--- src/verilog/pvc_cfg.svh ---
// PVC configuration constants for the work RAM, the port map and the read filler
`ifndef PVC_CFG_SVH
`define PVC_CFG_SVH

// Work RAM depth in 16-bit words, the top 8 KB of the window
`define PVC_RAM_WORDS 4096

// Palette unpack and pack ports
`define PVC_PORT_UNPACK    4'd0
`define PVC_PORT_READ_GB   4'd1
`define PVC_PORT_READ_RS   4'd2
`define PVC_PORT_PACK_LO   4'd4
`define PVC_PORT_PACK_HI   4'd5
`define PVC_PORT_READ_PACK 4'd6

// Program-ROM bank base ports
`define PVC_BANK_FILLER    8'hA0
`define PVC_PORT_BANK_LO   4'd8
`define PVC_PORT_BANK_HI   4'd9

`endif
--- src/verilog/pvcPkg.sv ---
// PVC shared types for addresses, data words and the RAM fill state machine
`default_nettype none

package pvcPkg;

	// CPU word address as seen on the 68000 port bus, A0 is not present
	typedef logic [19:1] cpuAddr_t;

	// One 16-bit CPU data word
	typedef logic [15:0] cpuData_t;

	// Port number inside the 16-port region at the top of the window
	typedef logic [3:0] portNo_t;

	// Program-ROM byte address, also used for the bank base
	typedef logic [23:0] romAddr_t;

	// Work RAM word address
	typedef logic [11:0] ramAddr_t;

	// RAM fill machine
	// fillIdle is the state right after reset is released
	typedef enum logic [1:0] {
		fillIdle,
		fillRun,
		fillDone
	} fillState_t;

endpackage

`default_nettype wire

--- src/verilog/pvcReadMux.sv ---
// PVC read mux choosing port registers, work RAM or program-ROM data for the CPU
`default_nettype none

module pvcReadMux (
	input  logic             nPortOeL,
	input  logic             nPortOeU,
	input  logic             enable,
	input  pvcPkg::cpuData_t paletteData,
	input  logic             paletteHit,
	input  pvcPkg::cpuData_t bankData,
	input  logic             bankHit,
	input  pvcPkg::cpuData_t ramData,
	input  logic             readInRam,
	input  pvcPkg::cpuData_t romData,
	output pvcPkg::cpuData_t dataOut,
	output logic             dataOeL,
	output logic             dataOeU
);
	import pvcPkg::*;

	// Port registers shadow the RAM words they overlap
	always_comb begin
		if (paletteHit)
			dataOut = paletteData;
		else if (bankHit)
			dataOut = bankData;
		else if (readInRam)
			dataOut = ramData;
		else
			dataOut = romData;
	end

	// Lane enables follow the CPU strobes directly
	assign dataOeL = !nPortOeL && enable;
	assign dataOeU = !nPortOeU && enable;

endmodule

`default_nettype wire

--- config.mk ---
export PLATFORM = sky130hd
export DESIGN_NAME = pvcReadMux
export DESIGN_NICKNAME = d
export VERILOG_FILES = /design/src/verilog/pvc_cfg.svh /design/src/verilog/pvcPkg.sv /design/src/verilog/pvcReadMux.sv
export SDC_FILE = /design/constraint.sdc
export NUM_CORES = 1
export LEC_CHECK = 0
export ABC_AREA = 1
export BUFFER_PORTS_ARGS = -buffer_cell sky130_fd_sc_hd__buf_4
export CAP_MARGIN = 20
export CORE_MARGIN = 3
export CORE_UTILIZATION = 36
export DETAILED_ROUTE_END_ITERATION = 12
export PLACE_DENSITY = 0.87
export SYNTH_ARGS = -nofsm -noshare
export SYNTH_HDL_FRONTEND = slang
export SYNTH_SLANG_ARGS = --single-unit
--- constraint.sdc ---
create_clock -name vclk -period 1.2
set_clock_uncertainty 0.1 [all_clocks]
set_input_delay 0 -clock vclk [all_inputs]
set_output_delay 0 -clock vclk [all_outputs]
set_load 0.03 [all_outputs]
# --- Word-level counts from Yosys, hierarchy flattened ---
# Index checks and enable logic that the tools add are counted.
op_classes:
  muxes: 3
  reduce_logical: 4
op_table:
  columns: ["op", "n"]
  rows:
  - ["2-to-1 mux 16 bit", 3]
  - ["logical AND 1 bit", 2]
  - ["zero test 1 bit", 2]
word_totals:
  out_inout_bits: 18
  wordCells: 7
  inputBits: 70
  regBits: 0

# --- Longest topological paths before layout ---
depth:
  ltp_word: 3
  depth_mapped: 7
  ltp_nobuf: 5

# --- Worst setup path before layout ---
# Ideal clock, no wire load.
synth_timing:
  kind: "input to output"
  start: "input readInRam"
  end: "output dataOut[10]"
  arrival_time_ps: 659
  path_buffers: 2
  required_time_ps: 1100
  path_slack_ps: 441
  cell_stages: 7
  cell_sequence: "buf_6 > inv_6 > buf_12 > nand2_2 > nand3_1 > nand2_1 > nand2_1"
synth_between:
  elab_chain_cells: 3
synth_rtl:
  columns: ["item", "line", "text"]
  rows:
  - ["start, declared", "pvcReadMux.sv:13", "input logic readInRam,"]
  - ["2-to-1 mux 16 bit", "pvcReadMux.sv:27", "else if (readInRam)"]
  - ["2-to-1 mux 16 bit", "pvcReadMux.sv:25", "else if (bankHit)"]
  - ["2-to-1 mux 16 bit", "pvcReadMux.sv:23", "if (paletteHit)"]
  - ["end, declared", "pvcReadMux.sv:15", "output pvcPkg::cpuData_t dataOut,"]
# Every way passes these cells.

# --- Worst setup path in the final report ---
layout_timing:
  start: "input readInRam"
  end: "output dataOut[4]"
# The elaborated chain is that of the path after synthesis.

==> out/results.txt <==
Placed Cells: 246
pwr/cell area: 433 nW/um^2
Via Count: 1,135
cell taking the most area after synthesis: nand2_1
commonest non-fill, non-tap cell in the layout: buf_4
synthesized cell area: 683 um^2
DRC: 0
Fmax: 1180 MHz
CP Data Required Time: 1100 ps
worst hold path class: in2out
outcome: finished clean
final global-route overflow total: 0
number of max-cap violations: 0
commonest non-fill, non-tap cells in the layout: buf_4 (88), nand2_1 (70), inv_1 (17), a21oi_1 (16), nand3_1 (12)
Final Cycle Share: 0.705
Leak: 0.811 nW
final hold violations: 0
WL/cell: 10.4 um
post-synthesis sequential area ratio: 0
largest net degree at the start of global routing: 33
worst path cell trace: buf_4, inv_6, nand2_1, nand3_1, nand2_1, nand2_1, buf_4
area share of the largest cell type after synthesis: 0.385
first-pass GRT wire length: 4.20 mm
Worst Path Class, Setup: in2out
layout cells sized above 1: 0.471
YS warnings: 0
register area: 0 um^2
CP max stage delay: 180 ps
setup violators final: 0
Non-Filler Instances: 246
Synth Area per Inst: 4.81 um^2
clock buffers: 0
maximum VDD drop: 0.262 mV
DRT iter0 DRCs: 7
setup_tns: 0 ps
Worst Tran Pin Value: 293 ps
RSZ-0062 raised after global routing: false
Synth Net Count: 212
ANT cells: 0
crit end category: primary output
Final Critical Period: 846 ps
Starting Density: 0.387
GPL Wtd Cong: 0.720
All-Layer GR Usage: 0.202
Post-DP Area: 1280 um^2
final wirelength: 2.55 mm
critical-path maximum fanout: 17
Die X: 49.6 um
num ports: 88
FP Rows: 15
Final Util: 0.728
critical path arrival: 750 ps
Netlist cell types: 12
Finished Cell Area: 1280 um^2
area delta synth->final: 87.9%
post-route ant nets: 0
Final Max Tran Viols: 0
Hold Buf Count CTS: 0
initial antenna violation count: 0
Mapped Cells: 142
sequential cells: 0
CP top delay family: buffers and inverters
Port Buf Inserts: 88
Core Area: 1760 um^2
Detail Placement HPWL: 2.14 mm
Slew headroom: 0.805
post-CTS setup buffer count: 0
post-layout net count: 293
most used cell, CP: nand2_1
CP bufs+invs: 3
Via-to-Cell Ratio: 4.61
CP startpoint kind: input pin
first-pass iteration count of the detailed router: 4
Resize count post-CTS: 0
largest cells by area after synthesis: nand2_1 (38%), a21oi_1 (12%), inv_1 (9.3%)
die area: 2460 um^2
slowest stage cell, crit path: buf_4
vias in the first global route: 1,086
Die Height: 49.6 um
==> through the flow <==
stage,worst slack (ps),hold WS (ps),total power [mW]
finish,354,162,0.556
global route,253,177,0.606
CTS,346,162,0.560
global placement,365,161,0.549
detailed placement,345,161,0.558
floorplan,441,11.8,0.304
==> Yosys cell counts, drive strengths merged <==
library cell,count
buf,9
a21oi,16
inv,19
nand3,16
nor2,2
nand2,80
==> kinds of logic (layout without fill, tap and decap cells) <==
group | count (synthesis) | count (layout) | share of synthesized area
simple gates | 98 | 98 | 0.634
buf+inv | 28 | 107 | 0.249
compound gates | 16 | 16 | 0.117
==> final cells by class <==
cell class                 count  area [um^2]
fill                         166          480
inverter                      19         78.8
multi-input combinational    114          513
tap                           25         31.3
timing repair buffer          88          661
==> power breakdown <==
part | switching, mW | internal [mW]
sequential | 0 | 0
clock | 0 | 0
combinational | 0.282 | 0.273
total | 0.282 | 0.273
==> worst min-delay path: stages <==
cell and delay, ps:
buf_4 80, nor2_1 30, buf_4 150
==> final timing paths <==
kind | end | start | depth (start not counted)
worst min-delay path | dataOeL | nPortOeL | 3
worst max-delay path | dataOut[4] | readInRam | 7
==> routing by layer <==
layer  wire, um  part of all wire  global-route usage
met5          0                 0                   0
met4         43             0.017              0.0323
met1        931              0.36               0.226
met3        293              0.11              0.0363
met2       1290              0.50               0.392
No activity file was read; power rests on OpenSTA's default activity.
