--- config.mk ---
export PLATFORM = sky130hd
export DESIGN_NAME = pvcDecode_flat
export DESIGN_NICKNAME = d
export VERILOG_FILES = /design/src/verilog/pvcPkg.sv /design/src/verilog/pvcWriteIf.sv /design/src/verilog/pvcDecode.sv /design/src/flat_wrapper.sv
export VERILOG_INCLUDE_DIRS = /design/src /design/src/verilog
export SDC_FILE = /design/constraint.sdc
export NUM_CORES = 1
export LEC_CHECK = 0
export BUFFER_PORTS_ARGS = -buffer_cell sky130_fd_sc_hd__buf_2
export CAP_MARGIN = 0
export CORE_UTILIZATION = 43
export CTS_BUF_LIST = sky130_fd_sc_hd__clkbuf_4 sky130_fd_sc_hd__clkbuf_8
export DETAILED_ROUTE_END_ITERATION = 10
export PLACE_DENSITY = 0.8
export SYNTH_ARGS = -nofsm -noshare
export SYNTH_HDL_FRONTEND = slang
export SYNTH_SLANG_ARGS = --single-unit
--- constraint.sdc ---
create_clock -name CLK_48M -period 2.6 [get_ports CLK_48M]
set_clock_uncertainty 0.05 [all_clocks]
set_input_delay 0.39 -clock CLK_48M [delete_from_list [all_inputs] [get_ports CLK_48M]]
set_output_delay 0.39 -clock CLK_48M [all_outputs]
set_load 0.02 [all_outputs]
--- src/verilog/pvc_cfg.svh ---
// PVC configuration constants for the work RAM, the port map and the read filler
`ifndef PVC_CFG_SVH
`define PVC_CFG_SVH

// Work RAM depth in 16-bit words, the top 8 KB of the window
`define PVC_RAM_WORDS 4096

// Palette unpack and pack ports
`define PVC_PORT_UNPACK    4'd0
`define PVC_PORT_READ_GB   4'd1
`define PVC_PORT_READ_RS   4'd2
`define PVC_PORT_PACK_LO   4'd4
`define PVC_PORT_PACK_HI   4'd5
`define PVC_PORT_READ_PACK 4'd6

// Program-ROM bank base ports
`define PVC_BANK_FILLER    8'hA0
`define PVC_PORT_BANK_LO   4'd8
`define PVC_PORT_BANK_HI   4'd9

`endif
--- src/verilog/pvcPkg.sv ---
// PVC shared types for addresses, data words and the RAM fill state machine
`default_nettype none

package pvcPkg;

	// CPU word address as seen on the 68000 port bus, A0 is not present
	typedef logic [19:1] cpuAddr_t;

	// One 16-bit CPU data word
	typedef logic [15:0] cpuData_t;

	// Port number inside the 16-port region at the top of the window
	typedef logic [3:0] portNo_t;

	// Program-ROM byte address, also used for the bank base
	typedef logic [23:0] romAddr_t;

	// Work RAM word address
	typedef logic [11:0] ramAddr_t;

	// RAM fill machine
	// fillIdle is the state right after reset is released
	typedef enum logic [1:0] {
		fillIdle,
		fillRun,
		fillDone
	} fillState_t;

endpackage

`default_nettype wire

--- src/verilog/pvcWriteIf.sv ---
// PVC write event bus from the decode stage to the register and RAM stages
`default_nettype none

interface pvcWriteIf;
	import pvcPkg::*;

	// One-cycle pulses, one per byte lane
	logic upperWrite;
	logic lowerWrite;

	// Region flags captured with the pulse
	logic inPort;
	logic inRam;

	// Target and payload, valid only while a pulse is high
	portNo_t portNo;
	ramAddr_t ramAddr;
	cpuData_t data;

	modport source (
		output upperWrite,
		output lowerWrite,
		output inPort,
		output inRam,
		output portNo,
		output ramAddr,
		output data
	);

	modport sink (
		input upperWrite,
		input lowerWrite,
		input inPort,
		input inRam,
		input portNo,
		input ramAddr,
		input data
	);

endinterface

`default_nettype wire

--- src/verilog/pvcDecode.sv ---
// PVC decode stage turning write strobe edges into write events and latching read addresses
`default_nettype none
`include "pvc_cfg.svh"

module pvcDecode (
	input  logic             CLK_48M,
	input  logic             nRESET,
	input  logic             enable,
	input  logic             nPortWeL,
	input  logic             nPortWeU,
	input  pvcPkg::cpuAddr_t cpuAddr,
	input  pvcPkg::cpuData_t dataIn,
	pvcWriteIf.source        wr,
	output pvcPkg::ramAddr_t readAddr,
	output pvcPkg::portNo_t  readPortNo,
	output logic             readInPort,
	output logic             readInRam
);
	import pvcPkg::*;

	// Highest word address bit that still lies inside the RAM
	localparam int RamTop = $clog2(`PVC_RAM_WORDS);

	logic weUSync;
	logic weLSync;
	logic weUPrev;
	logic weLPrev;
	logic fallU;
	logic fallL;
	logic ramHit;
	logic portHit;

	// The port region sits inside the RAM region
	assign ramHit  = &cpuAddr[19:RamTop + 1];
	assign portHit = &cpuAddr[19:5];

	// A strobe falls when the older sample is high and the newer one low
	assign fallU = weUPrev & ~weUSync;
	assign fallL = weLPrev & ~weLSync;

	always_ff @(posedge CLK_48M or negedge nRESET) begin
		if (!nRESET) begin
			weUSync       <= 1'b1;
			weLSync       <= 1'b1;
			weUPrev       <= 1'b1;
			weLPrev       <= 1'b1;
			wr.upperWrite <= 1'b0;
			wr.lowerWrite <= 1'b0;
			wr.inPort     <= 1'b0;
			wr.inRam      <= 1'b0;
			readInPort    <= 1'b0;
			readInRam     <= 1'b0;
		end else begin
			weUSync       <= nPortWeU;
			weLSync       <= nPortWeL;
			weUPrev       <= weUSync;
			weLPrev       <= weLSync;
			wr.upperWrite <= fallU & enable;
			wr.lowerWrite <= fallL & enable;
			if (fallU || fallL) begin
				wr.inPort <= portHit;
				wr.inRam  <= ramHit;
			end
			readInPort <= portHit;
			readInRam  <= ramHit;
		end
	end

	// Write payload and read address
	always_ff @(posedge CLK_48M) begin
		if (fallU || fallL) begin
			wr.portNo  <= cpuAddr[4:1];
			wr.ramAddr <= cpuAddr[RamTop:1];
			wr.data    <= dataIn;
		end
		readAddr   <= cpuAddr[RamTop:1];
		readPortNo <= cpuAddr[4:1];
	end

	// Every stage downstream relies on a port write also being a RAM write
	assert property (@(posedge CLK_48M) disable iff (!nRESET) wr.inPort |-> wr.inRam);

endmodule

`default_nettype wire

--- src/flat_wrapper.sv ---
// flat-port wrapper written by rule: the top's interface ports become plain ports
module pvcDecode_flat import pvcPkg::*;
  (CLK_48M, nRESET, enable, nPortWeL, nPortWeU, cpuAddr, dataIn, readAddr, readPortNo, readInPort, readInRam, wr_upperWrite, wr_lowerWrite, wr_inPort, wr_inRam, wr_portNo, wr_ramAddr, wr_data);
  pvcWriteIf wr_i ();
  input  logic CLK_48M;
  input  logic nRESET;
  input  logic enable;
  input  logic nPortWeL;
  input  logic nPortWeU;
  input  pvcPkg::cpuAddr_t cpuAddr;
  input  pvcPkg::cpuData_t dataIn;
  output pvcPkg::ramAddr_t readAddr;
  output pvcPkg::portNo_t readPortNo;
  output logic readInPort;
  output logic readInRam;
  output wire logic [$bits(wr_i.upperWrite)-1:0] wr_upperWrite;
  output wire logic [$bits(wr_i.lowerWrite)-1:0] wr_lowerWrite;
  output wire logic [$bits(wr_i.inPort)-1:0] wr_inPort;
  output wire logic [$bits(wr_i.inRam)-1:0] wr_inRam;
  output wire logic [$bits(wr_i.portNo)-1:0] wr_portNo;
  output wire logic [$bits(wr_i.ramAddr)-1:0] wr_ramAddr;
  output wire logic [$bits(wr_i.data)-1:0] wr_data;
  assign wr_upperWrite = wr_i.upperWrite;
  assign wr_lowerWrite = wr_i.lowerWrite;
  assign wr_inPort = wr_i.inPort;
  assign wr_inRam = wr_i.inRam;
  assign wr_portNo = wr_i.portNo;
  assign wr_ramAddr = wr_i.ramAddr;
  assign wr_data = wr_i.data;
  pvcDecode u_core (.CLK_48M(CLK_48M), .nRESET(nRESET), .enable(enable), .nPortWeL(nPortWeL), .nPortWeU(nPortWeU), .cpuAddr(cpuAddr), .dataIn(dataIn), .wr(wr_i), .readAddr(readAddr), .readPortNo(readPortNo), .readInPort(readInPort), .readInRam(readInRam));
endmodule
======== Word-level counts from Yosys, hierarchy flattened ========
Cells that the tools add are included.
word-level totals
  bits in registers ....................... 58
  input port bits ......................... 40
  output and inout port bits .............. 54
  logic and storage cells ................. 24
operators by class
  bitwise gates (word level) .............. 6
  reduce and logical (&&, ||, !) cells .... 3
operators with widths
  operator           count
  $reduce_and 15->1  1
  $reduce_and 7->1   1
  $and 1x1->1        4
  $not 1->1          2
  $logic_or 1x1->1   1

======== Depth between registers and ports, before layout ========
  depth in word-level cells ............... 3
  gate-level depth with buffers ........... 3

======== Worst setup path after synthesis ========
OpenSTA, ideal clock, no wires.
  kind .................................... register to register
  start ................................... register u_core.weLPrev
  end ..................................... register u_core.wr.inPort
  setup time .............................. 0.128 ns
  arrival ................................. 1.791 ns
  slack ................................... 0.631 ns
  cell stages (with the launch flop) ...... 4
  path buffers ............................ 0
  period minus slack after synthesis ...... 1.969 ns
  cells stage by stage .................... dfstp_2 > inv_2 > o22ai_2 > mux2_1
on the way
  cells in the longest elaborated chain, start to end .. 2
RTL lines
  element                 line              RTL
  from (decl)             pvcDecode.sv:27   logic weLPrev;
  from (signal assigned)  pvcDecode.sv:57   weLPrev <= weLSync;
  $and 1x1->1             pvcDecode.sv:39   assign fallL = weLPrev & ~weLSync;
  $logic_or 1x1->1        pvcDecode.sv:60   if (fallU || fallL) begin
  to (signal assigned)    pvcDecode.sv:61   wr.inPort <= portHit;
  to (decl)               pvcWriteIf.sv:23  output inPort,
Every way passes these cells.
A chain may end at the register's enable or synchronous reset.

======== Final worst setup path ========
  start ................................... register u_core.weLPrev
  end ..................................... register u_core.wr.ramAddr[8], enable pin
on the way
  cells in the longest elaborated chain, start to end .. 2
RTL lines
  element               line              RTL
  $and 1x1->1           pvcDecode.sv:39
  $logic_or 1x1->1      pvcDecode.sv:71   if (fallU || fallL) begin
  to (signal assigned)  pvcDecode.sv:73   wr.ramAddr <= cpuAddr[RamTop:1];
  to (decl)             pvcWriteIf.sv:26  output ramAddr,
Every way passes these cells.

==> metrics.md <==
| Metric | Value |
|---|---|
| # IOs | `94` |
| First-pass GRT wire length | `3350 um` |
| Period utilization | `0.588` |
| Finished Layout Cells | `212` |
| CTS H-tree depth | `2` |
| Final Slew Violations | `0` |
| Syn nets | `111` |
| Die H | `61.2 um` |
| Synth area leader | `edfxtp_1` |
| Crit end category | `register` |
| Maximum fanout along the worst path | `28` |
| Antenna diodes | `0` |
| Clock Path Buffers | `2` |
| Crit path DAT | `1.51 ns` |
| Layout cell share with drive strength beyond 1 | `0.663` |
| Post-CTS Setup Inserts | `0` |
| Std cell rows | `21` |
| Area Overhead vs Synth | `37.3%` |
| Max Fclk | `655 MHz` |
| Vias per cell | `4.42` |
| Yosys top cell area share | `0.557` |
| Vias in the first global route | `753` |
| Horiz. Die Dim | `61.2 um` |
| Synth cell types | `15` |
| Syn Area/Cell | `21.3 um^2` |
| Top cells by area, synth | `edfxtp_1 (56%), dfxtp_1 (16%), dfrtp_1 (10%), dfstp_2 (7.0%), buf_4 (4.0%)` |
| Largest net degree at the start of global routing | `29` |
| Detailed placer's ending HPWL | `2010 um` |
| Setup CP Type | `register to register` |
| CTS Hold Bufs | `1` |
| Fillers | `260` |
| Clock root cell | `clkbuf_4` |
| Hold Crit Class | `input port to register` |
| Core ar. | `0.00334 mm^2` |
| Cts bufs inserted | `5` |
| Initial antenna violation count | `0` |
| Starting Density | `0.452` |
| Max Cap Viol | `0` |
| Placer Congestion | `0.624` |
| Mapped cell area | `0.00151 mm^2` |
| Status | `finished, final reports clean` |
| Placed cells | `203` |
| Setup violators final | `0` |
| 1st-pass router iterations | `3` |
| Clk sinks | `50` |
| CTS tree | `built` |
| # nets final | `205` |
| Period minus WS final | `1.53 ns` |
| Fin. Hold Viols | `0` |
| Routed Antenna Nets | `0` |
| Clk slew on worst S/H paths | `0.13 ns` |
| Post-CTS sizing | `0` |
| Clock latency on the worst-skew pair | `0.34 ns` |
| Synth Warn # | `0` |
| TNS Setup | `0 ns` |
| Vias | `938` |
| Final WL | `2560 um` |
| RSZ-0062 raised after global routing | `false` |
| Post-synthesis sequential area ratio | `0.886` |
| Buffers on Ports | `93` |
| VDD IR max | `0.000310 V` |
| Relative slew margins | `0.777` |
| FF+latch count, synth | `50` |
| Pleak | `0.000973 uW` |
| Total GRT Usage | `0.137` |
| Number of DRC markers in iteration 0 | `12` |
| DRC | `0` |
| Power per Cell Area | `720 mW/mm^2` |
| Overflow after GRT | `0` |
| Crit start category | `register` |
| Die area | `0.00375 mm^2` |
| Drt wl/cell | `12.1 um` |
| WP data required | `2.58 ns` |
| Cell count after synthesis | `71` |
| Worst Tran Pin Value | `0.334 ns` |
critical path: stages (launching register included):
cell	delay (ns)
dfstp_2	0.55
inv_2	0.04
o22ai_2	0.21
buf_4	0.36
final timing paths:
check | from | endpoint | slack (ns) | cells past startpoint
worst max-delay path | u_core.weLPrev$_DFF_PN1_ | u_core.wr.ramAddr[8]$_DFFE_PP_ | 1.07 | 3
worst min-delay path | nPortWeU | u_core.weUSync$_DFF_PN1_ | 0.08 | 1
worst max register to register | u_core.weLPrev$_DFF_PN1_ | u_core.wr.ramAddr[8]$_DFFE_PP_ | 1.07 | 3
worst min register to register | u_core.weLSync$_DFF_PN1_ | u_core.weLPrev$_DFF_PN1_ | 0.34 | 0
max in group asynchronous | nRESET | u_core.weUSync$_DFF_PN1_ | 1.91 | 2
min in group asynchronous | nRESET | u_core.wr.inRam$_DFFE_PN0P_ | 0.35 | 2
kinds of logic after synthesis:
group	after synthesis	synth area share
buffers and inverters	10	0.0448
AOI/OAI and AO/OA	1	0.00829
and+or+nand+nor	8	0.0464
muxes	2	0.0149
DFF	50	0.886
sequential cells by signal (all words and copies together) (netlist names):
register / flops
u_core.weUPrev: 1
u_core.readAddr: 12
u_core.weLPrev: 1
u_core.wr.ramAddr: 12
u_core.wr.inPort: 1
u_core.weLSync: 1
u_core.wr.inRam: 1
u_core.wr.upperWrite: 1
u_core.readInRam: 1
u_core.wr.lowerWrite: 1
u_core.weUSync: 1
u_core.readInPort: 1
u_core.wr.data: 16
area by class of cell:
class                           count  area, um^2  share of cell area
Tap cell                           46        57.6              0.0278
Multi-Input combinational cell     11         105              0.0507
Sequential cell                    50        1340               0.645
Timing Repair Buffer               95         483               0.233
Inverter                            2        7.51             0.00362
Clock buffer                        6        45.0              0.0217
Clock inverter                      2        37.5              0.0181
stage by stage:
step | total power [uW] | setup slack (ns) | util | hold slack, ns | cell area, um^2
2_1_floorplan | 1010 | 0.631 | - | 0.0444 | 1510
3_3_place_gp | 1080 | 1.10 | 0.593 | 0.196 | 1980
3_5_place_dp | 1080 | 1.08 | 0.593 | 0.203 | 1980
4_1_cts | 1510 | 1.06 | 0.621 | 0.0586 | 2070
5_1_grt | 1560 | 1.01 | 0.621 | 0.0450 | 2070
6_report | 1490 | 1.07 | 0.621 | 0.0765 | 2070
power by group:
| group | total (uW) | switching [uW] | internal [uW] |
|---|---|---|---|
| Clock | 430 | 216 | 213 |
| Sequential | 900 | 12.6 | 888 |
| Combinational | 161 | 104 | 56.6 |
layout by cell type (no fill, tap or decap), drive strengths merged:
cell type,count
buf,94
bufinv,1
clkbuf,6
clkinvlp,1
dfrtp,6
dfstp,4
dfxtp,12
dlygate4sd3,1
edfxtp,28
inv,2
mux2,2
nand3,1
nand4,3
nor2,1
nor3b,2
nor4,1
o22ai,1
metal layers:
| layer | GRT usage | up-vias | share of wire |
|---|---|---|---|
| met5 | 0 | - | 0 |
| met4 | 0.0779 | 0 | 0.018 |
| met3 | 0.0714 | 5 | 0.11 |
| met2 | 0.228 | 62 | 0.50 |
| met1 | 0.138 | 433 | 0.37 |
| li1 | - | 438 | - |
cell usage after synthesis:
cell,number
mux2_1,2
inv_1,1
nor2_1,1
o22ai_2,1
dfstp_2,4
nand4_2,1
inv_2,1
dfrtp_1,6
dfxtp_1,12
nand4_1,2
edfxtp_1,28
nand3_1,1
buf_4,8
nor3b_1,2
nor4_4,1
(Power assumes the default switching activity.)
