File: config.mk
export PLATFORM = sky130hd
export DESIGN_NAME = pvcPaletteRegs_flat
export DESIGN_NICKNAME = d
export VERILOG_FILES = /design/src/verilog/pvcPkg.sv /design/src/verilog/pvcWriteIf.sv /design/src/verilog/pvcPaletteRegs.sv /design/src/flat_wrapper.sv
export VERILOG_INCLUDE_DIRS = /design/src /design/src/verilog
export SDC_FILE = /design/constraint.sdc
export NUM_CORES = 1
export LEC_CHECK = 0
export BUFFER_PORTS_ARGS = -buffer_cell sky130_fd_sc_hd__buf_4
export CORE_ASPECT_RATIO = 1.5
export CORE_MARGIN = 3
export CORE_UTILIZATION = 48
export DETAILED_ROUTE_END_ITERATION = 10
export PLACE_DENSITY = 0.78
export SYNTH_ARGS = -nofsm -noshare
export SYNTH_HDL_FRONTEND = slang
export SYNTH_SLANG_ARGS = --single-unit
File: constraint.sdc
create_clock -name CLK_48M -period 1.21 [get_ports CLK_48M]
set_input_delay 0.0605 -clock CLK_48M [delete_from_list [all_inputs] [get_ports CLK_48M]]
set_output_delay 0.0605 -clock CLK_48M [all_outputs]
set_load 0.03 [all_outputs]
File: src/verilog/pvc_cfg.svh
// PVC configuration constants for the work RAM, the port map and the read filler
`ifndef PVC_CFG_SVH
`define PVC_CFG_SVH

// Work RAM depth in 16-bit words, the top 8 KB of the window
`define PVC_RAM_WORDS 4096

// Palette unpack and pack ports
`define PVC_PORT_UNPACK    4'd0
`define PVC_PORT_READ_GB   4'd1
`define PVC_PORT_READ_RS   4'd2
`define PVC_PORT_PACK_LO   4'd4
`define PVC_PORT_PACK_HI   4'd5
`define PVC_PORT_READ_PACK 4'd6

// Program-ROM bank base ports
`define PVC_BANK_FILLER    8'hA0
`define PVC_PORT_BANK_LO   4'd8
`define PVC_PORT_BANK_HI   4'd9

`endif
File: src/verilog/pvcPkg.sv
// PVC shared types for addresses, data words and the RAM fill state machine
`default_nettype none

package pvcPkg;

	// CPU word address as seen on the 68000 port bus, A0 is not present
	typedef logic [19:1] cpuAddr_t;

	// One 16-bit CPU data word
	typedef logic [15:0] cpuData_t;

	// Port number inside the 16-port region at the top of the window
	typedef logic [3:0] portNo_t;

	// Program-ROM byte address, also used for the bank base
	typedef logic [23:0] romAddr_t;

	// Work RAM word address
	typedef logic [11:0] ramAddr_t;

	// RAM fill machine
	// fillIdle is the state right after reset is released
	typedef enum logic [1:0] {
		fillIdle,
		fillRun,
		fillDone
	} fillState_t;

endpackage

`default_nettype wire

File: src/verilog/pvcWriteIf.sv
// PVC write event bus from the decode stage to the register and RAM stages
`default_nettype none

interface pvcWriteIf;
	import pvcPkg::*;

	// One-cycle pulses, one per byte lane
	logic upperWrite;
	logic lowerWrite;

	// Region flags captured with the pulse
	logic inPort;
	logic inRam;

	// Target and payload, valid only while a pulse is high
	portNo_t portNo;
	ramAddr_t ramAddr;
	cpuData_t data;

	modport source (
		output upperWrite,
		output lowerWrite,
		output inPort,
		output inRam,
		output portNo,
		output ramAddr,
		output data
	);

	modport sink (
		input upperWrite,
		input lowerWrite,
		input inPort,
		input inRam,
		input portNo,
		input ramAddr,
		input data
	);

endinterface

`default_nettype wire

File: src/verilog/pvcPaletteRegs.sv
// PVC palette registers that unpack a palette word into fields and pack fields into a word
`default_nettype none
`include "pvc_cfg.svh"

module pvcPaletteRegs (
	input  logic             CLK_48M,
	input  logic             nRESET,
	pvcWriteIf.sink          wr,
	input  logic             readInPort,
	input  pvcPkg::portNo_t  readPortNo,
	output pvcPkg::cpuData_t readData,
	output logic             readHit
);
	import pvcPkg::*;

	logic [4:0] red;
	logic [4:0] green;
	logic [4:0] blue;
	logic shade;
	cpuData_t packWord;

	// ========================================
	// Writes
	// ========================================
	always_ff @(posedge CLK_48M or negedge nRESET) begin
		if (!nRESET) begin
			red      <= '0;
			green    <= '0;
			blue     <= '0;
			shade    <= 1'b0;
			packWord <= '0;
		end else begin
			if (wr.upperWrite && wr.inPort) begin
				case (wr.portNo)
					`PVC_PORT_UNPACK: begin
						// Low bits of red, green and blue live in the top nibble
						shade    <= wr.data[15];
						red      <= {wr.data[11:8], wr.data[14]};
						green[0] <= wr.data[13];
						blue[0]  <= wr.data[12];
					end
					`PVC_PORT_PACK_LO: begin
						packWord[13]  <= wr.data[8];
						packWord[7:4] <= wr.data[12:9];
					end
					`PVC_PORT_PACK_HI: packWord[15] <= wr.data[8];
					default: ;
				endcase
			end
			if (wr.lowerWrite && wr.inPort) begin
				case (wr.portNo)
					`PVC_PORT_UNPACK: begin
						green[4:1] <= wr.data[7:4];
						blue[4:1]  <= wr.data[3:0];
					end
					`PVC_PORT_PACK_LO: begin
						packWord[12]  <= wr.data[0];
						packWord[3:0] <= wr.data[4:1];
					end
					`PVC_PORT_PACK_HI: begin
						packWord[14]   <= wr.data[0];
						packWord[11:8] <= wr.data[4:1];
					end
					default: ;
				endcase
			end
		end
	end

	// ========================================
	// Readback
	// ========================================
	always_comb begin
		readData = '0;
		readHit  = 1'b0;
		if (readInPort) begin
			case (readPortNo)
				`PVC_PORT_READ_GB: begin
					readHit  = 1'b1;
					readData = {3'b000, green, 3'b000, blue};
				end
				`PVC_PORT_READ_RS: begin
					readHit  = 1'b1;
					readData = {7'b0000000, shade, 3'b000, red};
				end
				`PVC_PORT_READ_PACK: begin
					readHit  = 1'b1;
					readData = packWord;
				end
				default: ;
			endcase
		end
	end

endmodule

`default_nettype wire

File: src/flat_wrapper.sv
// flat-port wrapper written by rule: the top's interface ports become plain ports
module pvcPaletteRegs_flat import pvcPkg::*;
  (CLK_48M, nRESET, readInPort, readPortNo, readData, readHit, wr_upperWrite, wr_lowerWrite, wr_inPort, wr_inRam, wr_portNo, wr_ramAddr, wr_data);
  pvcWriteIf wr_i ();
  input  logic CLK_48M;
  input  logic nRESET;
  input  logic readInPort;
  input  pvcPkg::portNo_t readPortNo;
  output pvcPkg::cpuData_t readData;
  output logic readHit;
  input wire logic [$bits(wr_i.upperWrite)-1:0] wr_upperWrite;
  input wire logic [$bits(wr_i.lowerWrite)-1:0] wr_lowerWrite;
  input wire logic [$bits(wr_i.inPort)-1:0] wr_inPort;
  input wire logic [$bits(wr_i.inRam)-1:0] wr_inRam;
  input wire logic [$bits(wr_i.portNo)-1:0] wr_portNo;
  input wire logic [$bits(wr_i.ramAddr)-1:0] wr_ramAddr;
  input wire logic [$bits(wr_i.data)-1:0] wr_data;
  assign wr_i.upperWrite = wr_upperWrite;
  assign wr_i.lowerWrite = wr_lowerWrite;
  assign wr_i.inPort = wr_inPort;
  assign wr_i.inRam = wr_inRam;
  assign wr_i.portNo = wr_portNo;
  assign wr_i.ramAddr = wr_ramAddr;
  assign wr_i.data = wr_data;
  pvcPaletteRegs u_core (.CLK_48M(CLK_48M), .nRESET(nRESET), .wr(wr_i), .readInPort(readInPort), .readPortNo(readPortNo), .readData(readData), .readHit(readHit));
endmodule
* Yosys cells after proc, flatten, opt, wreduce, memory -nomap -nowiden
Cells that the tools add are included.
Storage, ports and cells: memory bits (read-only) 0, bits in writable memories 0, flip-flop bits (word level) 32, memories 0, latch bits 0, bits of input ports 43, logic and storage cells 29
Cells by class: equal/unequal tests 5, divide/modulo/power cells 0, shifts and indexed selects 0, $lt $le $gt $ge 0, multiply operators 0, mux-type cells 4, reduce and logical (&&, ||, !) cells 10, $add $sub $neg 0, bitwise operators 0
Operators with widths (count):
- $pmux W16 S3 | 1
- $mux W16 | 1
- $eq A4 B3 Y1 const B | 3
- $reduce_and A2 Y1 | 6
- $eq A4 B1 Y1 const B | 1
- $eq A4 B2 Y1 const B | 1
- $logic_not A4 Y1 | 1
- $reduce_or A3 Y1 | 1
- $logic_and A1 B1 Y1 | 2
- $mux W1 | 2

* Logic depth before layout (Yosys ltp)
Gate-level depths: netlist of the first run.
word-level depth 4, mapped depth 5, depth with buffers taken out 3

* Least setup slack after synthesis of the first run
No wires, ideal clock.
path kind input -> output, start point in readPortNo[2], end point out readData[10], slack -0.196 ns, required time 1.150 ns, cell stages on the path 4, buffers on the path 1, arrival 1.345 ns, path through buf_2 -> nor4b_1 -> a22oi_1 -> nor2_1
On the way: word-level cells in the longest chain between the ends 3, elaborated cells on any way between the ends 5, those cells by class 3 x eq/ne; 2 x mux
RTL lines:
- from (decl) | RTL line flat_wrapper.sv:8 | input pvcPkg::portNo_t readPortNo;
- $eq A4 B3 Y1, or another cell as far along | RTL line pvcPaletteRegs.sv:77 | case (readPortNo)
- $pmux W16 S3 (*) | RTL line pvcPaletteRegs.sv:77
- $mux W16 (*) | RTL line pvcPaletteRegs.sv:76 | if (readInPort) begin
- to (decl) | RTL line flat_wrapper.sv:9 | output pvcPkg::cpuData_t readData;
Every way passes the cells marked *; elsewhere a longest branch is shown, timed or not.

* Worst setup path after layout of the first run
start point reg u_core.red[2], end point out readData[2]
On the way: word-level cells in the longest chain between the ends 2
RTL lines:
- from (decl) | RTL line pvcPaletteRegs.sv:16 | logic [4:0] red;
- from (signal assigned) | RTL line pvcPaletteRegs.sv:38 | red <= {wr.data[11:8], wr.data[14]};
- $pmux W16 S3 | RTL line pvcPaletteRegs.sv:77
- $mux W16 | RTL line pvcPaletteRegs.sv:76
Every way passes these cells.

==> impl_metrics.py, run 1 <==
metrics = {
    "detailed_routing": {
        "drtIter0Drc": 19,
        "drt-wirelength-per-cell_um": 17.6,
        "viasPerCell": 5.40,
        "vias": 1296,
        "firstDrtPassIters": 4,
        "totalWireLength_um": 4220,
        "drc_errors": 0,
        "ant_nets": 0,
    },
    "layout": {
        "antenna_cells": 0,
        "drive_gt1_share_pct": 68.5,
        "fin_nets": 242,
        "area_delta_synth_final_pct": 56.1,
        "finalNonFillerCells": 240,
    },
    "timing": {
        "setup_ws_ps": -215,
        "tightest_slew_ps": 411,
        "relSlewSlack_pct": 72.6,
        "setup_viol": 6,
        "fin_crit_sh_pct": 118,
        "rsz0062_at_grt": "true",
        "finalCriticalPeriod_ps": 1420,
        "final.setup.tns_ps": -683,
        "hold_viol": 0,
        "clock.fmax_ghz": 0.702,
        "finClkSkew_ps": 0,
        "report.final.slew_viol_count": 0,
    },
    "logic_synthesis": {
        "synth_area_per_cell_um2": 12.3,
        "synthMostInstantiatedCell": "mux2_2",
        "postSynth.asyncResetShare_pct": 100,
        "ys_seq_area_share_pct": 50.0,
        "synth_cells": 130,
        "synth.largest_area_cell": "dfrtp_1",
        "synth_top_area_share_pct": 50.0,
        "netlist_area_um2": 1600,
        "syn-num-nets": 173,
        "synth_edf_count": 0,
        "synth-seq-cells": 32,
        "ys_warn_count": 0,
        "synth_common_cells": "mux2_2 (33), dfrtp_1 (32), and2_1 (8), nor2_1 (8), nand2_1 (7)",
        "synthTopCellsByArea": "dfrtp_1 (50%), mux2_2 (23%), and3b_1 (3.3%)",
        "ys.flop_type": "dfrtp_1",
        "ys_types": 23,
    },
    "clock_network": {
        "clk_path_buf_depth": 2,
        "clkLatencyLatePin_ps": 280,
        "htreeDepth": 2,
        "clkSlewWorstSetupHoldPaths_ps": 70,
        "cts-root-buf": "clkbuf_8",
        "numCtsBuffers": 5,
        "cts_sinks": 32,
        "cts_tree": "built",
    },
    "power": {
        "p_comb_share_pct": 19.6,
        "ir_drop_mv": 1.07,
        "clockPowerShare_pct": 35.8,
        "seqPwrFrac_pct": 44.6,
        "pwr_density_cell_nw_per_um2": 1270,
        "netSwitchingFraction_pct": 24.2,
        "leakage_nw": 1.19,
        "p_int_mw": 2.40,
        "p_sw_uw": 765,
    },
    "global_route": {
        "grt_overflow": 0,
        "grt_usage_pct": 22.1,
        "grt_pass1_vias": 1397,
        "grt_start_max_net_pins": 33,
        "grt_pass1_wl_um": 6510,
        "antenna_found_initial": 0,
    },
    "critical_path": {
        "critical-path-slowest-cell": "dfrtp_1",
        "crit_type": "register to output pin",
        "crit_start": "u_core.red[2]",
        "worstReg2RegStart": "u_core.packWord[1]",
        "crit_buf_inv": 1,
        "r2r-end": "u_core.packWord[1]",
        "cp-start-kind": "register",
        "critPathTopFamily": "flip-flops",
        "slowest_delay_ps": 390,
        "path_cells": "mux2_2 -> a32oi_2 -> nor2_4 -> buf_6",
        "r2r_cells": 2,
        "crit_cells": 4,
        "worstPathArrival_ps": 1360,
        "path_max_fanout": 2,
        "cp-end-kind": "output pin",
        "r2r_slack_ps": 310,
        "cp.required_ps": 1150,
    },
    "worst_hold_path": {
        "min_delay_path_depth": 2,
        "hold_end": "u_core.packWord[5]",
        "min-delay-start": "wr_data[10]",
        "hold_path_class": "input port to register",
    },
    "floorplan": {
        "die_y_um": 76.7,
        "num_io_pins": 60,
        "dieArea_um2": 4080,
        "design.core.area_um2": 3190,
        "start_util_pct": 50.2,
        "fp-row-count": 25,
        "die_w_um": 53.1,
    },
    "placement": {
        "gp_congestion": 0.895,
        "numPlacedInstances": 227,
        "dpl.hpwl_um": 3040,
        "port_buffers": 46,
        "place_ws_ps": -260,
    },
    "outcome": {
        "violations": "setup timing",
        "status": "finished, violations left",
    },
    "flow_run": {
        "maxCapViolCount": 0,
    },
}
==> routing by layer <==
metal,routed length (um),track usage (%)
met1,1610,24.4
met2,2350,37.7
met3,161,6.02
met4,93,10.5
met5,0,0
==> through the flow <==
stage | area (um2) | power (mW) | hold WS [ps] | util, %
2_1_floorplan | 1730 | 1.71 | -235 | -
3_3_place_gp | 2220 | 1.91 | 16.7 | 69.6
5_1_grt | 2500 | 3.29 | 2.49 | 78.3
6_report | 2500 | 3.16 | 9.15 | 78.3
3_5_place_dp | 2220 | 1.94 | 19.2 | 69.6
4_1_cts | 2440 | 3.13 | 0.560 | 76.6
==> sequential cells by signal, indices dropped and copies added, names as in the netlist <==
| signal | count |
|---|---|
| u_core.packWord | 16 |
| u_core.green | 5 |
| u_core.red | 5 |
| u_core.shade | 1 |
| u_core.blue | 5 |
==> placed cells by master (no fill, tap or decap), drive strengths merged, types with 2 or more instances in the layout <==
cell     n
a21oi    5
a22oi    4
and2     8
and3b    6
buf     64
clkbuf   7
dfrtp   32
inv      2
mux2    33
nand2    7
nor2    12
nor2b    2
nor3b    3
o21ai    6
==> power groups by stage <==
stage,registers [mW],clock network [mW],logic (mW)
4_1_cts,1.40,1.15,0.578
3_3_place_gp,1.41,0,0.501
5_1_grt,1.43,1.19,0.666
6_report,1.41,1.13,0.619
2_1_floorplan,1.36,0,0.341
3_5_place_dp,1.42,0,0.525
==> cell families (layout without fill, tap and decap cells) <==
| kind of cell | Yosys count | after routing | share of synthesized area [%] |
|---|---|---|---|
| AO/OA/AOI/OAI | 16 | 16 | 5.86 |
| buffers and inverters | 5 | 75 | 1.25 |
| flip-flops | 32 | 32 | 50.0 |
| AND/OR/NAND/NOR | 44 | 44 | 19.6 |
| multiplexers | 33 | 33 | 23.2 |
==> layout make-up <==
cell class / count / area (um2)
Clock inverter: 1 / 30.0
Clock buffer: 7 / 96.3
Timing Repair Buffer: 65 / 517
Sequential cell: 32 / 801
Inverter: 2 / 7.51
Fill cell: 205 / 692
Tap cell: 40 / 50.0
Multi-Input combinational cell: 93 / 997
==> worst max-delay path by stage <==
stage / endpoint / slack (ps)
after floorplan: u_core.blue[3] / -70
after global placement: u_core.green[1] / -250
after detailed placement: u_core.green[1] / -260
after CTS: readData[2] / -220
after global routing: readData[2] / -240
final: readData[2] / -210
==> worst reg2reg max path: cells and delay by family (launching register included) <==
| family | cells | cell delay [ps] |
|---|---|---|
| DFF | 1 | 390 |
| muxes | 1 | 260 |
| buffers and inverters | 1 | 140 |
==> repair_timing <==
action,in CTS,in global routing
pin swaps,6,6
hold buffers,1,0
setup endpoints to repair,8,17
gates resized for setup,21,8
hold endpoints to repair,32,0
setup buffers,3,2
Note: power is estimated with default switching activity, not from simulation.
==> inputs of run 2 (changes only) <==
ABC_AREA = 1   (was not set)
CORE_UTILIZATION = 50   (was 48)
PLACE_DENSITY = 0.79   (was 0.78)
SLEW_MARGIN = 15   (was not set)
==> impl_metrics.py, run 2 <==
metrics = {
    "outcome": {
        "status": "finished, final reports clean",
    },
    "clock_network": {
        "clkLatencyLatePin_ps": 270,
        "cts_sinks": 32,
        "numCtsBuffers": 5,
        "clk_path_buf_depth": 2,
        "clkSlewWorstSetupHoldPaths_ps": 70,
        "htreeDepth": 2,
        "cts-root-buf": "clkbuf_8",
        "cts_tree": "built",
    },
    "detailed_routing": {
        "firstDrtPassIters": 4,
        "ant_nets": 0,
        "totalWireLength_um": 3650,
        "drt-wirelength-per-cell_um": 11.5,
        "vias": 1550,
        "drtIter0Drc": 32,
        "viasPerCell": 4.91,
        "drc_errors": 0,
    },
    "layout": {
        "fin_util_pct": 71.1,
        "fin_nets": 319,
        "drive_gt1_share_pct": 34.8,
        "nFillCells": 283,
        "antenna_cells": 0,
        "final_area_um2": 2340,
        "mostFrequentLayoutCells": "nand2_1 (51), buf_4 (51), inv_1 (35), nand3_1 (32), dfrtp_1 (32)",
        "largest_reg_flops": 16,
        "area_delta_synth_final_pct": 31.5,
        "largest_register": "u_core.packWord",
    },
    "timing": {
        "finalCriticalPeriod_ps": 1150,
        "tightest_slew_ps": 398,
        "fin_crit_sh_pct": 94.8,
        "setup_ws_ps": 62.8,
        "hold_ws_ps": 28.7,
        "report.final.slew_viol_count": 0,
        "relSlewSlack_pct": 73.5,
        "setup_viol": 0,
        "hold_viol": 0,
        "clock.fmax_ghz": 0.872,
        "finClkSkew_ps": 0,
    },
    "logic_synthesis": {
        "synth_edf_count": 0,
        "synthTopCellsByArea": "dfrtp_1 (45%), nand2_1 (11%), nand3_1 (9.3%)",
        "synth_area_per_cell_um2": 8.23,
        "ys_warn_count": 0,
        "synthMostInstantiatedCell": "nand2_1",
        "syn-num-nets": 259,
        "ys.flop_type": "dfrtp_1",
        "synth_common_cells": "nand2_1 (51), inv_1 (36), nand3_1 (33)",
        "synth_cells": 216,
        "ys_types": 17,
        "synth_top_area_share_pct": 45.1,
        "synth.largest_area_cell": "dfrtp_1",
        "netlist_area_um2": 1780,
        "ys_seq_area_share_pct": 45.1,
        "postSynth.asyncResetShare_pct": 100,
        "synth-seq-cells": 32,
    },
    "placement": {
        "dpl.hpwl_um": 2700,
        "place_ws_ps": 149,
        "port_buffers": 46,
        "placed_cell_area_um2": 2140,
        "gp_congestion": 0.799,
    },
    "critical_path": {
        "path_max_fanout": 2,
        "cp.required_ps": 1150,
        "worstPathArrival_ps": 1090,
        "crit_type": "register to output pin",
        "cp-end-kind": "output pin",
        "cp-start-kind": "register",
    },
    "global_route": {
        "grt_pass1_vias": 1432,
        "grt_start_max_net_pins": 33,
        "antenna_found_initial": 0,
        "top_usage_layer": "met2",
        "grt_overflow": 0,
        "grt_usage_pct": 19.3,
        "grt_pass1_wl_um": 6150,
        "grt.met3_usage_pct": 4.13,
        "use_met1_pct": 24.3,
        "use_met2_pct": 30.6,
    },
    "flow_run": {
        "maxCapViolCount": 0,
    },
    "floorplan": {
        "num_io_pins": 60,
        "die_w_um": 54.7,
        "die_y_um": 79.0,
        "fp-row-count": 25,
        "start_util_pct": 54.1,
        "dieArea_um2": 4320,
        "design.core.area_um2": 3280,
    },
    "worst_hold_path": {
        "hold_path_class": "input port to register",
    },
    "power": {
        "leakage_nw": 1.25,
        "pwr_density_cell_nw_per_um2": 1210,
        "ir_drop_mv": 1.07,
    },
}
run 2: stage by stage:
stage	total power [mW]	setup TNS, ps	instances
detailed placement	1.91	0	299
global route	2.98	-11.9	316
floorplan	1.71	0	216
CTS	2.81	0	312
global placement	1.89	0	299
finish	2.83	0	316
run 2: final timing paths:
check	startpoint	depth (start not counted)	end	slack (ps)
worst max-delay path	u_core.packWord[8]	5	readData[8]	60
worst min-delay path	wr_data[5]	3	u_core.green[2]	30
worst max register to register	u_core.red[4]	3	u_core.red[4]	450
worst min register to register	u_core.packWord[9]	2	u_core.packWord[9]	480
max in group asynchronous	nRESET	2	u_core.green[1]	670
min in group asynchronous	nRESET	2	u_core.packWord[2]	250
run 2: logic make-up (layout without fill, tap and decap cells):
| kind of cell | after synthesis | in the layout | share of synthesized area (%) |
|---|---|---|---|
| simple gates | 105 | 105 | 29.6 |
| buf+inv | 46 | 106 | 12.6 |
| compound gates | 33 | 33 | 12.7 |
| flops | 32 | 32 | 45.1 |
run 2: layout make-up:
cell class | count | area [um2] | area share (%)
Inverter | 39 | 146 | 6.27
Timing Repair Buffer | 60 | 485 | 20.8
Clock buffer | 7 | 96.3 | 4.12
Sequential cell | 32 | 801 | 34.3
Multi-Input combinational cell | 138 | 757 | 32.4
Tap cell | 40 | 50.0 | 2.14
run 2: critical path, cell delays in order (launching register included):
cell and delay [ps]:
dfrtp_1 400, nand3_1 90, nand3_1 70, nand2_1 60, inv_1 30, buf_4 150
run 2: where the power goes:
group          internal, mW  switching, mW  total [mW]
Clock                 0.506          0.372       0.878
Sequential             1.27          0.115        1.39
Combinational         0.269          0.293       0.563
run 2: repair_timing:
action                     4_1_cts  5_1_grt
setup endpoints to repair        0        3
setup buffers                    0        4
hold endpoints to repair        37        0
gates resized for setup          0        4
hold buffers                     6        0
run 2: metal layers:
layer  routed length, um  vias up
li1                    -      796
met1                1520      705
met2                1880       41
met3                 183        8
met4                  64        0
met5                   0        -
